File: src/source/lc3b_types.sv
package lc3b_types;

    // default datapath width of the LC-3b
    localparam int lc3b_data_width = 16;

    // default tag width, eight reorder-buffer entries
    localparam int lc3b_tag_width = 3;

    // register number r0 to r7
    typedef logic [2:0] lc3b_reg;

    // one 16-bit register value
    typedef logic [lc3b_data_width-1:0] lc3b_word;

    // reorder-buffer tag of a pending writer
    typedef logic [lc3b_tag_width-1:0] rob_tag;

endpackage : lc3b_types

File: src/source/regfile.sv
`timescale 1ns/100ps

module regfile #(
    parameter int data_width = lc3b_types::lc3b_data_width,
    parameter int tag_width  = lc3b_types::lc3b_tag_width
) (
    input  logic                  clk,
    input  logic                  reset,
    input  logic                  flush,
    // accept pulses from the tag allocator
    input  logic                  do_issue,
    input  logic                  writes_dest,
    input  logic                  do_commit,
    // tag handed to the issuing instruction
    input  lc3b_types::rob_tag    issue_tag,
    // tag of the oldest entry, the one committing
    input  lc3b_types::rob_tag    commit_tag,
    input  lc3b_types::lc3b_word  commit_value,
    input  lc3b_types::lc3b_reg   sr1,
    input  lc3b_types::lc3b_reg   sr2,
    input  lc3b_types::lc3b_reg   dest,
    input  lc3b_types::lc3b_reg   commit_dest,
    // source status for the reservation stations
    output logic                  sr1_busy,
    output logic                  sr2_busy,
    output lc3b_types::rob_tag    sr1_tag,
    output lc3b_types::rob_tag    sr2_tag,
    output lc3b_types::lc3b_word  sr1_data,
    output lc3b_types::lc3b_word  sr2_data
);
    import lc3b_types::*;

    // issue only claims a register when the instruction has a destination
    logic   issue_load;
    // state of the committing register
    logic   commit_busy;
    rob_tag commit_entry;
    // commit still owns the register
    logic   commit_clear;

    assign issue_load = do_issue & writes_dest;

    // a later issue to the same register has replaced the tag
    // so an older commit must leave busy alone
    assign commit_clear = do_commit & commit_busy & (commit_entry == commit_tag);

    // busy bits, issue on port a sets, commit on port b clears
    // port a priority keeps busy set on a same-cycle issue and commit
    two_write_regfile #(
        .data_width(1)
    ) busy_reg (
        .clk      (clk),
        .reset    (reset),
        .flush    (flush),
        .load_a   (issue_load),
        .load_b   (commit_clear),
        .in_a     (1'b1),
        .in_b     (1'b0),
        .sr1      (sr1),
        .sr2      (sr2),
        .dest_a   (dest),
        .dest_b   (commit_dest),
        .reg_a    (sr1_busy),
        .reg_b    (sr2_busy),
        .dest_out (commit_busy)
    );

    // committed values, written on every accepted commit
    // the dest read port is not needed here
    regfile_data #(
        .data_width(data_width)
    ) value_reg (
        .clk      (clk),
        .reset    (reset),
        .load     (do_commit),
        .in       (commit_value),
        .waddr    (commit_dest),
        .sr1      (sr1),
        .sr2      (sr2),
        .dest     (commit_dest),
        .reg_a    (sr1_data),
        .reg_b    (sr2_data),
        .dest_out ()
    );

    // tag of the pending writer, written at issue and looked up at commit
    regfile_data #(
        .data_width(tag_width)
    ) rob_entry_reg (
        .clk      (clk),
        .reset    (reset),
        .load     (issue_load),
        .in       (issue_tag),
        .waddr    (dest),
        .sr1      (sr1),
        .sr2      (sr2),
        .dest     (commit_dest),
        .reg_a    (sr1_tag),
        .reg_b    (sr2_tag),
        .dest_out (commit_entry)
    );

endmodule : regfile

File: src/source/regfile_data.sv
`timescale 1ns/100ps

module regfile_data #(
    parameter int data_width = lc3b_types::lc3b_data_width
) (
    input  logic                  clk,
    input  logic                  reset,
    // single write port
    input  logic                  load,
    input  logic [data_width-1:0] in,
    input  lc3b_types::lc3b_reg   waddr,
    // three read addresses
    input  lc3b_types::lc3b_reg   sr1,
    input  lc3b_types::lc3b_reg   sr2,
    input  lc3b_types::lc3b_reg   dest,
    output logic [data_width-1:0] reg_a,
    output logic [data_width-1:0] reg_b,
    output logic [data_width-1:0] dest_out
);
    import lc3b_types::*;

    // one entry per architectural register
    localparam int num_regs = 2 ** $bits(lc3b_reg);

    logic [data_width-1:0] data [num_regs];

    always_ff @(posedge clk) begin
        if (reset) begin
            for (int i = 0; i < num_regs; i++) begin
                data[i] <= '0;
            end
        end else if (load) begin
            data[waddr] <= in;
        end
    end

    // reads see the state before this cycle's write
    assign reg_a    = data[sr1];
    assign reg_b    = data[sr2];
    assign dest_out = data[dest];

endmodule : regfile_data

File: src/source/rename_unit.sv
`timescale 1ns/100ps

module rename_unit #(
    parameter int data_width = lc3b_types::lc3b_data_width,
    parameter int tag_width  = lc3b_types::lc3b_tag_width
) (
    input  logic                 clk,
    input  logic                 reset,
    // empties the allocator and drops every busy bit
    input  logic                 flush,
    // issue side
    input  logic                 issue_valid,
    input  logic                 writes_dest,
    input  lc3b_types::lc3b_reg  dest,
    input  lc3b_types::lc3b_reg  sr1,
    input  lc3b_types::lc3b_reg  sr2,
    // commit side, tag comes from the allocator head
    input  lc3b_types::lc3b_reg  commit_dest,
    input  logic                 commit_valid,
    input  lc3b_types::lc3b_word commit_value,
    output logic                 issue_ready,
    output lc3b_types::rob_tag   issue_tag,
    // source operand status
    output logic                 sr1_busy,
    output logic                 sr2_busy,
    output lc3b_types::rob_tag   sr1_tag,
    output lc3b_types::rob_tag   sr2_tag,
    output lc3b_types::lc3b_word sr1_data,
    output lc3b_types::lc3b_word sr2_data
);
    import lc3b_types::*;

    logic   do_issue;
    logic   do_commit;
    rob_tag commit_tag;

    // tag allocator, in-order head and tail
    rob_tag_alloc #(
        .tag_width(tag_width)
    ) alloc0 (
        .clk          (clk),
        .reset        (reset),
        .flush        (flush),
        .issue_valid  (issue_valid),
        .commit_valid (commit_valid),
        .issue_ready  (issue_ready),
        .do_issue     (do_issue),
        .do_commit    (do_commit),
        .issue_tag    (issue_tag),
        .commit_tag   (commit_tag)
    );

    // busy, tag and value per register
    regfile #(
        .data_width(data_width),
        .tag_width (tag_width)
    ) regs0 (
        .clk          (clk),
        .reset        (reset),
        .flush        (flush),
        .do_issue     (do_issue),
        .writes_dest  (writes_dest),
        .do_commit    (do_commit),
        .issue_tag    (issue_tag),
        .commit_tag   (commit_tag),
        .commit_value (commit_value),
        .sr1          (sr1),
        .sr2          (sr2),
        .dest         (dest),
        .commit_dest  (commit_dest),
        .sr1_busy     (sr1_busy),
        .sr2_busy     (sr2_busy),
        .sr1_tag      (sr1_tag),
        .sr2_tag      (sr2_tag),
        .sr1_data     (sr1_data),
        .sr2_data     (sr2_data)
    );

endmodule : rename_unit

File: src/source/rob_tag_alloc.sv
`timescale 1ns/100ps

module rob_tag_alloc #(
    parameter int tag_width = lc3b_types::lc3b_tag_width
) (
    input  logic               clk,
    input  logic               reset,
    input  logic               flush,
    // requests from dispatch and from the head of the reorder buffer
    input  logic               issue_valid,
    input  logic               commit_valid,
    // a free tag exists
    output logic               issue_ready,
    // accept pulses for the register status file
    output logic               do_issue,
    output logic               do_commit,
    // next tag to hand out
    output lc3b_types::rob_tag issue_tag,
    // oldest tag in flight
    output lc3b_types::rob_tag commit_tag
);

    // count is one wider than a tag so all tags in use sets only the top bit
    localparam logic [tag_width:0] full_count = {1'b1, {tag_width{1'b0}}};

    logic [tag_width-1:0] head;
    logic [tag_width-1:0] tail;
    logic [tag_width:0]   count;

    assign issue_ready = (count != full_count);

    // nothing is accepted in a flush cycle
    assign do_issue  = issue_valid & issue_ready & ~flush;
    // commit on an empty allocator is dropped
    assign do_commit = commit_valid & (count != '0) & ~flush;

    always_ff @(posedge clk) begin
        if (reset || flush) begin
            head  <= '0;
            tail  <= '0;
            count <= '0;
        end else begin
            // pointers wrap on their own at 2**tag_width
            if (do_issue) begin
                tail <= tail + 1'b1;
            end
            if (do_commit) begin
                head <= head + 1'b1;
            end
            // issue and commit together leave the count unchanged
            case ({do_issue, do_commit})
                2'b10:   count <= count + 1'b1;
                2'b01:   count <= count - 1'b1;
                default: count <= count;
            endcase
        end
    end

    assign issue_tag  = tail;
    assign commit_tag = head;

endmodule : rob_tag_alloc

File: src/source/two_write_regfile.sv
`timescale 1ns/100ps

module two_write_regfile #(
    parameter int data_width = lc3b_types::lc3b_data_width
) (
    input  logic                  clk,
    input  logic                  reset,
    input  logic                  flush,
    // write strobes, port a wins on a shared address
    input  logic                  load_a,
    input  logic                  load_b,
    input  logic [data_width-1:0] in_a,
    input  logic [data_width-1:0] in_b,
    // source read addresses
    input  lc3b_types::lc3b_reg   sr1,
    input  lc3b_types::lc3b_reg   sr2,
    // write addresses of the two ports
    input  lc3b_types::lc3b_reg   dest_a,
    input  lc3b_types::lc3b_reg   dest_b,
    output logic [data_width-1:0] reg_a,
    output logic [data_width-1:0] reg_b,
    // entry at dest_b
    output logic [data_width-1:0] dest_out
);
    import lc3b_types::*;

    // one entry per architectural register
    localparam int num_regs = 2 ** $bits(lc3b_reg);

    logic [data_width-1:0] data [num_regs];

    always_ff @(posedge clk) begin
        if (reset || flush) begin
            // both reset and flush empty the whole array
            for (int i = 0; i < num_regs; i++) begin
                data[i] <= '0;
            end
        end else begin
            // port b goes first
            if (load_b) begin
                data[dest_b] <= in_b;
            end
            // the later write to the same entry takes effect, so a wins
            if (load_a) begin
                data[dest_a] <= in_a;
            end
        end
    end

    // combinational reads from the stored state
    // no bypass of a write in the same cycle
    assign reg_a = data[sr1];
    assign reg_b = data[sr2];

    // lets the owner look at the entry port b is about to write
    assign dest_out = data[dest_b];

endmodule : two_write_regfile
File: config.mk
export PLATFORM = sky130hd
export DESIGN_NAME = rename_unit
export DESIGN_NICKNAME = d
export VERILOG_FILES = /design/src/source/lc3b_types.sv /design/src/source/regfile.sv /design/src/source/regfile_data.sv /design/src/source/rename_unit.sv /design/src/source/rob_tag_alloc.sv /design/src/source/two_write_regfile.sv
export SDC_FILE = /design/constraint.sdc
export NUM_CORES = 1
export LEC_CHECK = 0
export BUFFER_PORTS_ARGS = -buffer_cell sky130_fd_sc_hd__clkbuf_2
export CORE_ASPECT_RATIO = 1.75
export CORE_MARGIN = 1.5
export CORE_UTILIZATION = 60
export CTS_BUF_LIST = sky130_fd_sc_hd__clkbuf_8
export CTS_CLUSTER_SIZE = 24
export DETAILED_ROUTE_END_ITERATION = 10
export MAX_ROUTING_LAYER = met4
export PLACE_DENSITY = 0.8
export SYNTH_ARGS = -nofsm -noshare
export SYNTH_HDL_FRONTEND = slang
export SYNTH_SLANG_ARGS = --single-unit
File: constraint.sdc
create_clock -name clk -period 4.8 [get_ports clk]
set_input_delay 0.72 -clock clk [delete_from_list [all_inputs] [get_ports clk]]
set_output_delay 0.72 -clock clk [all_outputs]
set_load 0.02 [all_outputs]
==> results.toml, run 1 <==
[run_status]
outcome = "complete, but fails checks"
violations = "DRC"

[drt]
viasPerCell = 6.69
detail_route.wl_per_cell_um = 25.3
drt_wl_total_um = 22900
drtIter0Drc = 383
drc = 5
ant_nets = 0
first_pass_iters = 8
vias = 6070

[hold_path]
hold_depth = 3
min_from = "issue_valid"
min_path_type = "in2reg"
whs_endpoint = "alloc0.issue_tag[1]$_SDFFE_PP0P_"

[global_routing]
grt_overflow = 0
grt_pass1_vias = 6427
antenna_found_initial = 0
grt_start_max_net_pins = 41
grt_usage = 0.295
grt_pass1_wl_um = 35100

[placed_design]
gp_congestion = 0.898
dpl-instance-area_um2 = 10100
dpl.hpwl_um = 14900
portBuffers = 77

[power_and_ir_drop]
leakage_nw = 3.99
power.total_mw = 3.12
power-per-cell-area_nw_per_um2 = 297
peakVddDrop_mv = 0.260

[critical_path]
cp-start-kind = "input pin"
r2r_setup_slack_ns = 1.83
cp-end-kind = "output port"
rr_endpoint = "alloc0.count[3]$_SDFFE_PP0P_"
required_ns = 4.08
worst-path-buf-inv = 3
crit_family = "buffers and inverters"
rr_startpoint = "alloc0.count[0]$_SDFFE_PP0P_"
slowest_stage = "clkbuf_2"
r2r_cells = 10
worst_ep_arrival_time_ns = 2.62
crit_chain = "clkbuf_2 -> buf_4 -> mux4_2 -> mux2_2 -> clkbuf_2"
cp_max_fo = 31
slowest_delay_ns = 0.76
crit_top_cell = "clkbuf_2"
critical_path_class = "in2out"
cp.depth = 5

[floorplanning]
die-area_um2 = 16900
ios = 78
die_h_um = 171
die_w_um = 98.8
coreArea_um2 = 15800
rows = 61
start_util = 0.611

[yosys]
synth_cells = 637
synthesis.area_um2 = 9650
synth_top_cells_by_area = "edfxtp_1 47%, mux4_2 20%, and2_1 8.7%"
yosys_warnings = 0
synthArstFlopShare = 0
ys_ff_latch = 170
synth_cell_type_count = 49
yosysSeqAreaShare = 0.511
synth_most_common_cell = "edfxtp_1"
avgSynthCellArea_um2 = 15.1
syn_nets = 677
synth_commonest_cells = "152 x edfxtp_1, 134 x and2_1, 84 x mux4_2"
synth_ff_type = "edfxtp_1"
yosys.area.top_type_share = 0.473
synth_edf_count = 152
yosysTopAreaCell = "edfxtp_1"

[sta]
final_hold_viol_count = 0
rsz0062_at_grt = "false"
post-route-period-util = 0.695
finalSetupViolCount = 0
maxSlewViolCount = 0
fin_crit_ns = 3.34
tightest_slew_ns = 1.24
fmax_mhz = 300
worst_clock_skew_ns = 0.00957
tns_ns = 0
relSlewSlack = 0.164

[cts]
cts_tree = "built"
clk_pin_slew_ns = 0.09
clk_path_buf_depth = 2
cts_resized = 0
cts_setup_buffers = 0
h-tree-depth = 4
clk_latency_ns = 0.46
clock-root-buffer = "clkbuf_8"
clock_sinks = 170
cts_hold_buf = 0
cts_buffers = 17

[finish]
postLayoutCellArea_um2 = 10500
num_antenna_cells = 0
drive_above_1_share = 0.421
design.final.nets = 745
syn_to_final_growth_pct = 8.90

[flow_run]
cap_violations = 0
-- cell usage in the layout (no fill, tap or decap), drive strengths merged, types with 3 or more instances in the layout --
cell,count
and2,152
mux4,86
or3b,3
inv,10
ha,5
nand4,3
dfxtp,18
nand2,10
nor2,14
nand2b,7
clkbuf,94
nand3,7
mux2,44
nor4,6
xnor2,3
buf,13
nor3b,3
or2,14
edfxtp,152
clkinv,7
nand3b,3
xor2,5
nor3,17
a21oi,22
-- where the power goes --
group          switching (mW)  internal, mW
clock                   0.597         0.442
sequential             0.0293          1.65
combinational           0.222         0.173
total                   0.848          2.27
-- through the flow --
step,utilization,setup WS (ns),hold WS (ns),std cells
2_1_floorplan,-,1.85,0.500,637
3_3_place_gp,0.639,1.52,0.512,875
3_5_place_dp,0.639,1.48,0.547,875
4_1_cts,0.665,1.49,0.541,907
5_1_grt,0.665,1.41,0.547,907
6_report,0.665,1.46,0.555,907
-- routing by layer --
layer	wire length, um	track usage	part of all wire
met3	1200	0.0511	0.053
met4	1070	0.171	0.047
met5	0	-	0
met1	7860	0.305	0.34
met2	12800	0.522	0.56
-- registers in the layout, summed over array words and instances (netlist names) --
| name | cells |
|---|---|
| regs0.busy_reg.data | 8 |
| alloc0.commit_tag | 3 |
| alloc0.issue_tag | 3 |
| regs0.value_reg.data | 128 |
| alloc0.count | 4 |
| regs0.rob_entry_reg.data | 24 |
-- tightest hold or removal path: stages --
cell	delay, ns
clkbuf_2	0.11
nand3_1	0.08
a21oi_1	0.06
-- layout make-up --
| type | instances | area [um^2] |
|---|---|---|
| Tap cell | 189 | 236 |
| Clock buffer | 17 | 234 |
| Sequential cell | 170 | 4920 |
| Timing Repair Buffer | 90 | 483 |
| Inverter | 3 | 11.3 |
| Multi-Input combinational cell | 423 | 4440 |
| Fill cell | 1108 | 5300 |
| Clock inverter | 15 | 178 |
-- how the worst max path moves through the flow --
stage,start,to
after floorplan,sr1[0],sr1_tag[0]
after CTS,sr1[1],sr1_data[13]
after global routing,sr2[0],sr2_data[9]
final,sr1[1],sr1_data[13]
after detailed placement,sr1[1],sr1_data[13]
after global placement,sr1[1],sr1_data[13]
-- logic make-up (layout without fill, tap and decap cells) --
family,Yosys count,after routing,share of synthesized area
compound gates,27,27,0.0169
xor+xnor,8,8,0.00726
fa+ha+maj,6,6,0.00856
buf+inv,44,125,0.0294
flops,170,170,0.511
mux,132,132,0.255
simple gates,250,250,0.172
Note: power is estimated with default switching activity, not from simulation.
==> run 2: changes to the inputs <==
clock period = 3.3 ns   (was 4.8 ns; I/O delays follow)
==> run 2 against run 1 <==
Against the previous run: the run still ends with DRC left; die area is the same; critical path depth grew 5; via count grew 0.59%; wire length grew 1.6%; count of clock-buffer cells in the layout is the same; critical endpoint is now alloc0.count[3]$_SDFFE_PP0P_; sequential cell count is the same; setup slack lost 0.81 ns; clock skew grew 0.0085 ns; final area grew 0.98%.
==> results.toml, run 2 (synthesis gave the netlist of run 1 again) <==
[drt]
drc = 5
detail_route.wl_per_cell_um = 25.4
viasPerCell = 6.67
first_pass_iters = 8
vias = 6106
drt_wl_total_um = 23300
drtIter0Drc = 510
ant_nets = 0

[hold_path]
min_path_type = "in2reg"

[cts]
cts_tree = "built"
h-tree-depth = 4
cts_resized = 0
cts_hold_buf = 0
clk_pin_slew_ns = 0.11
clock_sinks = 170
clock-root-buffer = "clkbuf_8"
clk_path_buf_depth = 2
clk_latency_ns = 0.47
cts_buffers = 17
cts_setup_buffers = 0

[finish]
final_cell_mix = "152 x edfxtp_1, 134 x and2_1, 84 x mux4_2"
largest_reg_flops = 128
reg_top3 = "regs0.value_reg.data x128, regs0.rob_entry_reg.data x24, regs0.busy_reg.data x8"
num_antenna_cells = 0
design.final.nets = 754
nFillCells = 1064
regMostFlops = "regs0.value_reg.data"
syn_to_final_growth_pct = 9.96
layoutNonFillerInstCount = 916
layout_commonest_cell = "edfxtp_1"
drive_above_1_share = 0.429
fin_util = 0.671

[global_routing]
grt_pass1_wl_um = 35500
grt_pass1_vias = 6547
grt_overflow = 0
grt_usage = 0.299
grt_start_max_net_pins = 41
antenna_found_initial = 0

[flow_run]
cap_violations = 0

[sta]
worst_clock_skew_ns = 0.0181
fmax_mhz = 379
final_hold_viol_count = 0
tightest_slew_ns = 0.766
layout_setup_ws_ns = 0.659
rsz0062_at_grt = "false"
relSlewSlack = 0.489
finalSetupViolCount = 0
fin_crit_ns = 2.64
tns_ns = 0
post-route-period-util = 0.800
maxSlewViolCount = 0

[floorplanning]
die_w_um = 98.8
coreArea_um2 = 15800
ios = 78
die-area_um2 = 16900
start_util = 0.611
rows = 61
die_h_um = 171

[critical_path]
r2r_setup_slack_ns = 0.66
cp-end-kind = "flip-flop"
required_ns = 3.70
critical_path_class = "reg2reg"
cp_max_fo = 5
cp-start-kind = "flip-flop"
worst_ep_arrival_time_ns = 3.04

[placed_design]
gp_congestion = 0.952
pre_cts_ws_ns = 0.656
dp_cells = 884
portBuffers = 77
dpl.hpwl_um = 15700

[power_and_ir_drop]
power-per-cell-area_nw_per_um2 = 428
leakage_nw = 4.04
peakVddDrop_mv = 0.265

[run_status]
outcome = "complete, but fails checks"
violations = "DRC"
run 2: worst max-delay path, cell delays in order, from the launching register on:
cell and delay [ns]:
dfxtp_1 0.39, or4b_1 0.57, nand2_1 0.14, or2_2 0.12, ha_1 0.19, ha_1 0.25
a21o_2 0.21, a21oi_1 0.17, xnor2_1 0.09, or3_1 0.30, a21oi_1 0.15
run 2: final timing paths:
kind | from | endpoint | depth (start not counted)
setup reg to reg | alloc0.count[0]$_SDFFE_PP0P_ | alloc0.count[3]$_SDFFE_PP0P_ | 10
hold / removal | issue_valid | alloc0.issue_tag[1]$_SDFFE_PP0P_ | 3
setup / recovery | alloc0.count[0]$_SDFFE_PP0P_ | alloc0.count[3]$_SDFFE_PP0P_ | 10
hold reg to reg | regs0.busy_reg.data[5]$_DFF_P_ | regs0.busy_reg.data[5]$_DFF_P_ | 2
run 2: area by class of cell:
class	count	area, um^2	area share
inverter	3	11.3	0.00106
multi-input combinational	423	4440	0.418
timing repair buffer	99	588	0.0554
clock inverter	15	175	0.0165
clock buffer	17	234	0.0221
tap	189	236	0.0223
sequential	170	4920	0.464
run 2: power by group:
part | leakage [nW] | switching [mW] | internal, mW
combinational | 2.12 | 0.325 | 0.259
sequential | 1.72 | 0.0444 | 2.40
clock | 0.201 | 0.871 | 0.640
run 2: stage by stage:
stage | total power, mW | cell area [um^2] | hold WS [ns]
floorplan | 2.88 | 9650 | 0.500
global placement | 3.06 | 10200 | 0.515
detailed placement | 3.08 | 10200 | 0.544
CTS | 4.56 | 10600 | 0.278
global route | 4.66 | 10600 | 0.304
finish | 4.54 | 10600 | 0.299
run 2: layer usage:
layer	track usage	share of wire	wire (um)	up-vias
met2	0.529	0.55	12800	354
met1	0.309	0.33	7680	3041
met4	0.168	0.049	1140	0
li1	-	-	-	2615
met5	-	0	0	-
met3	0.0576	0.070	1630	96
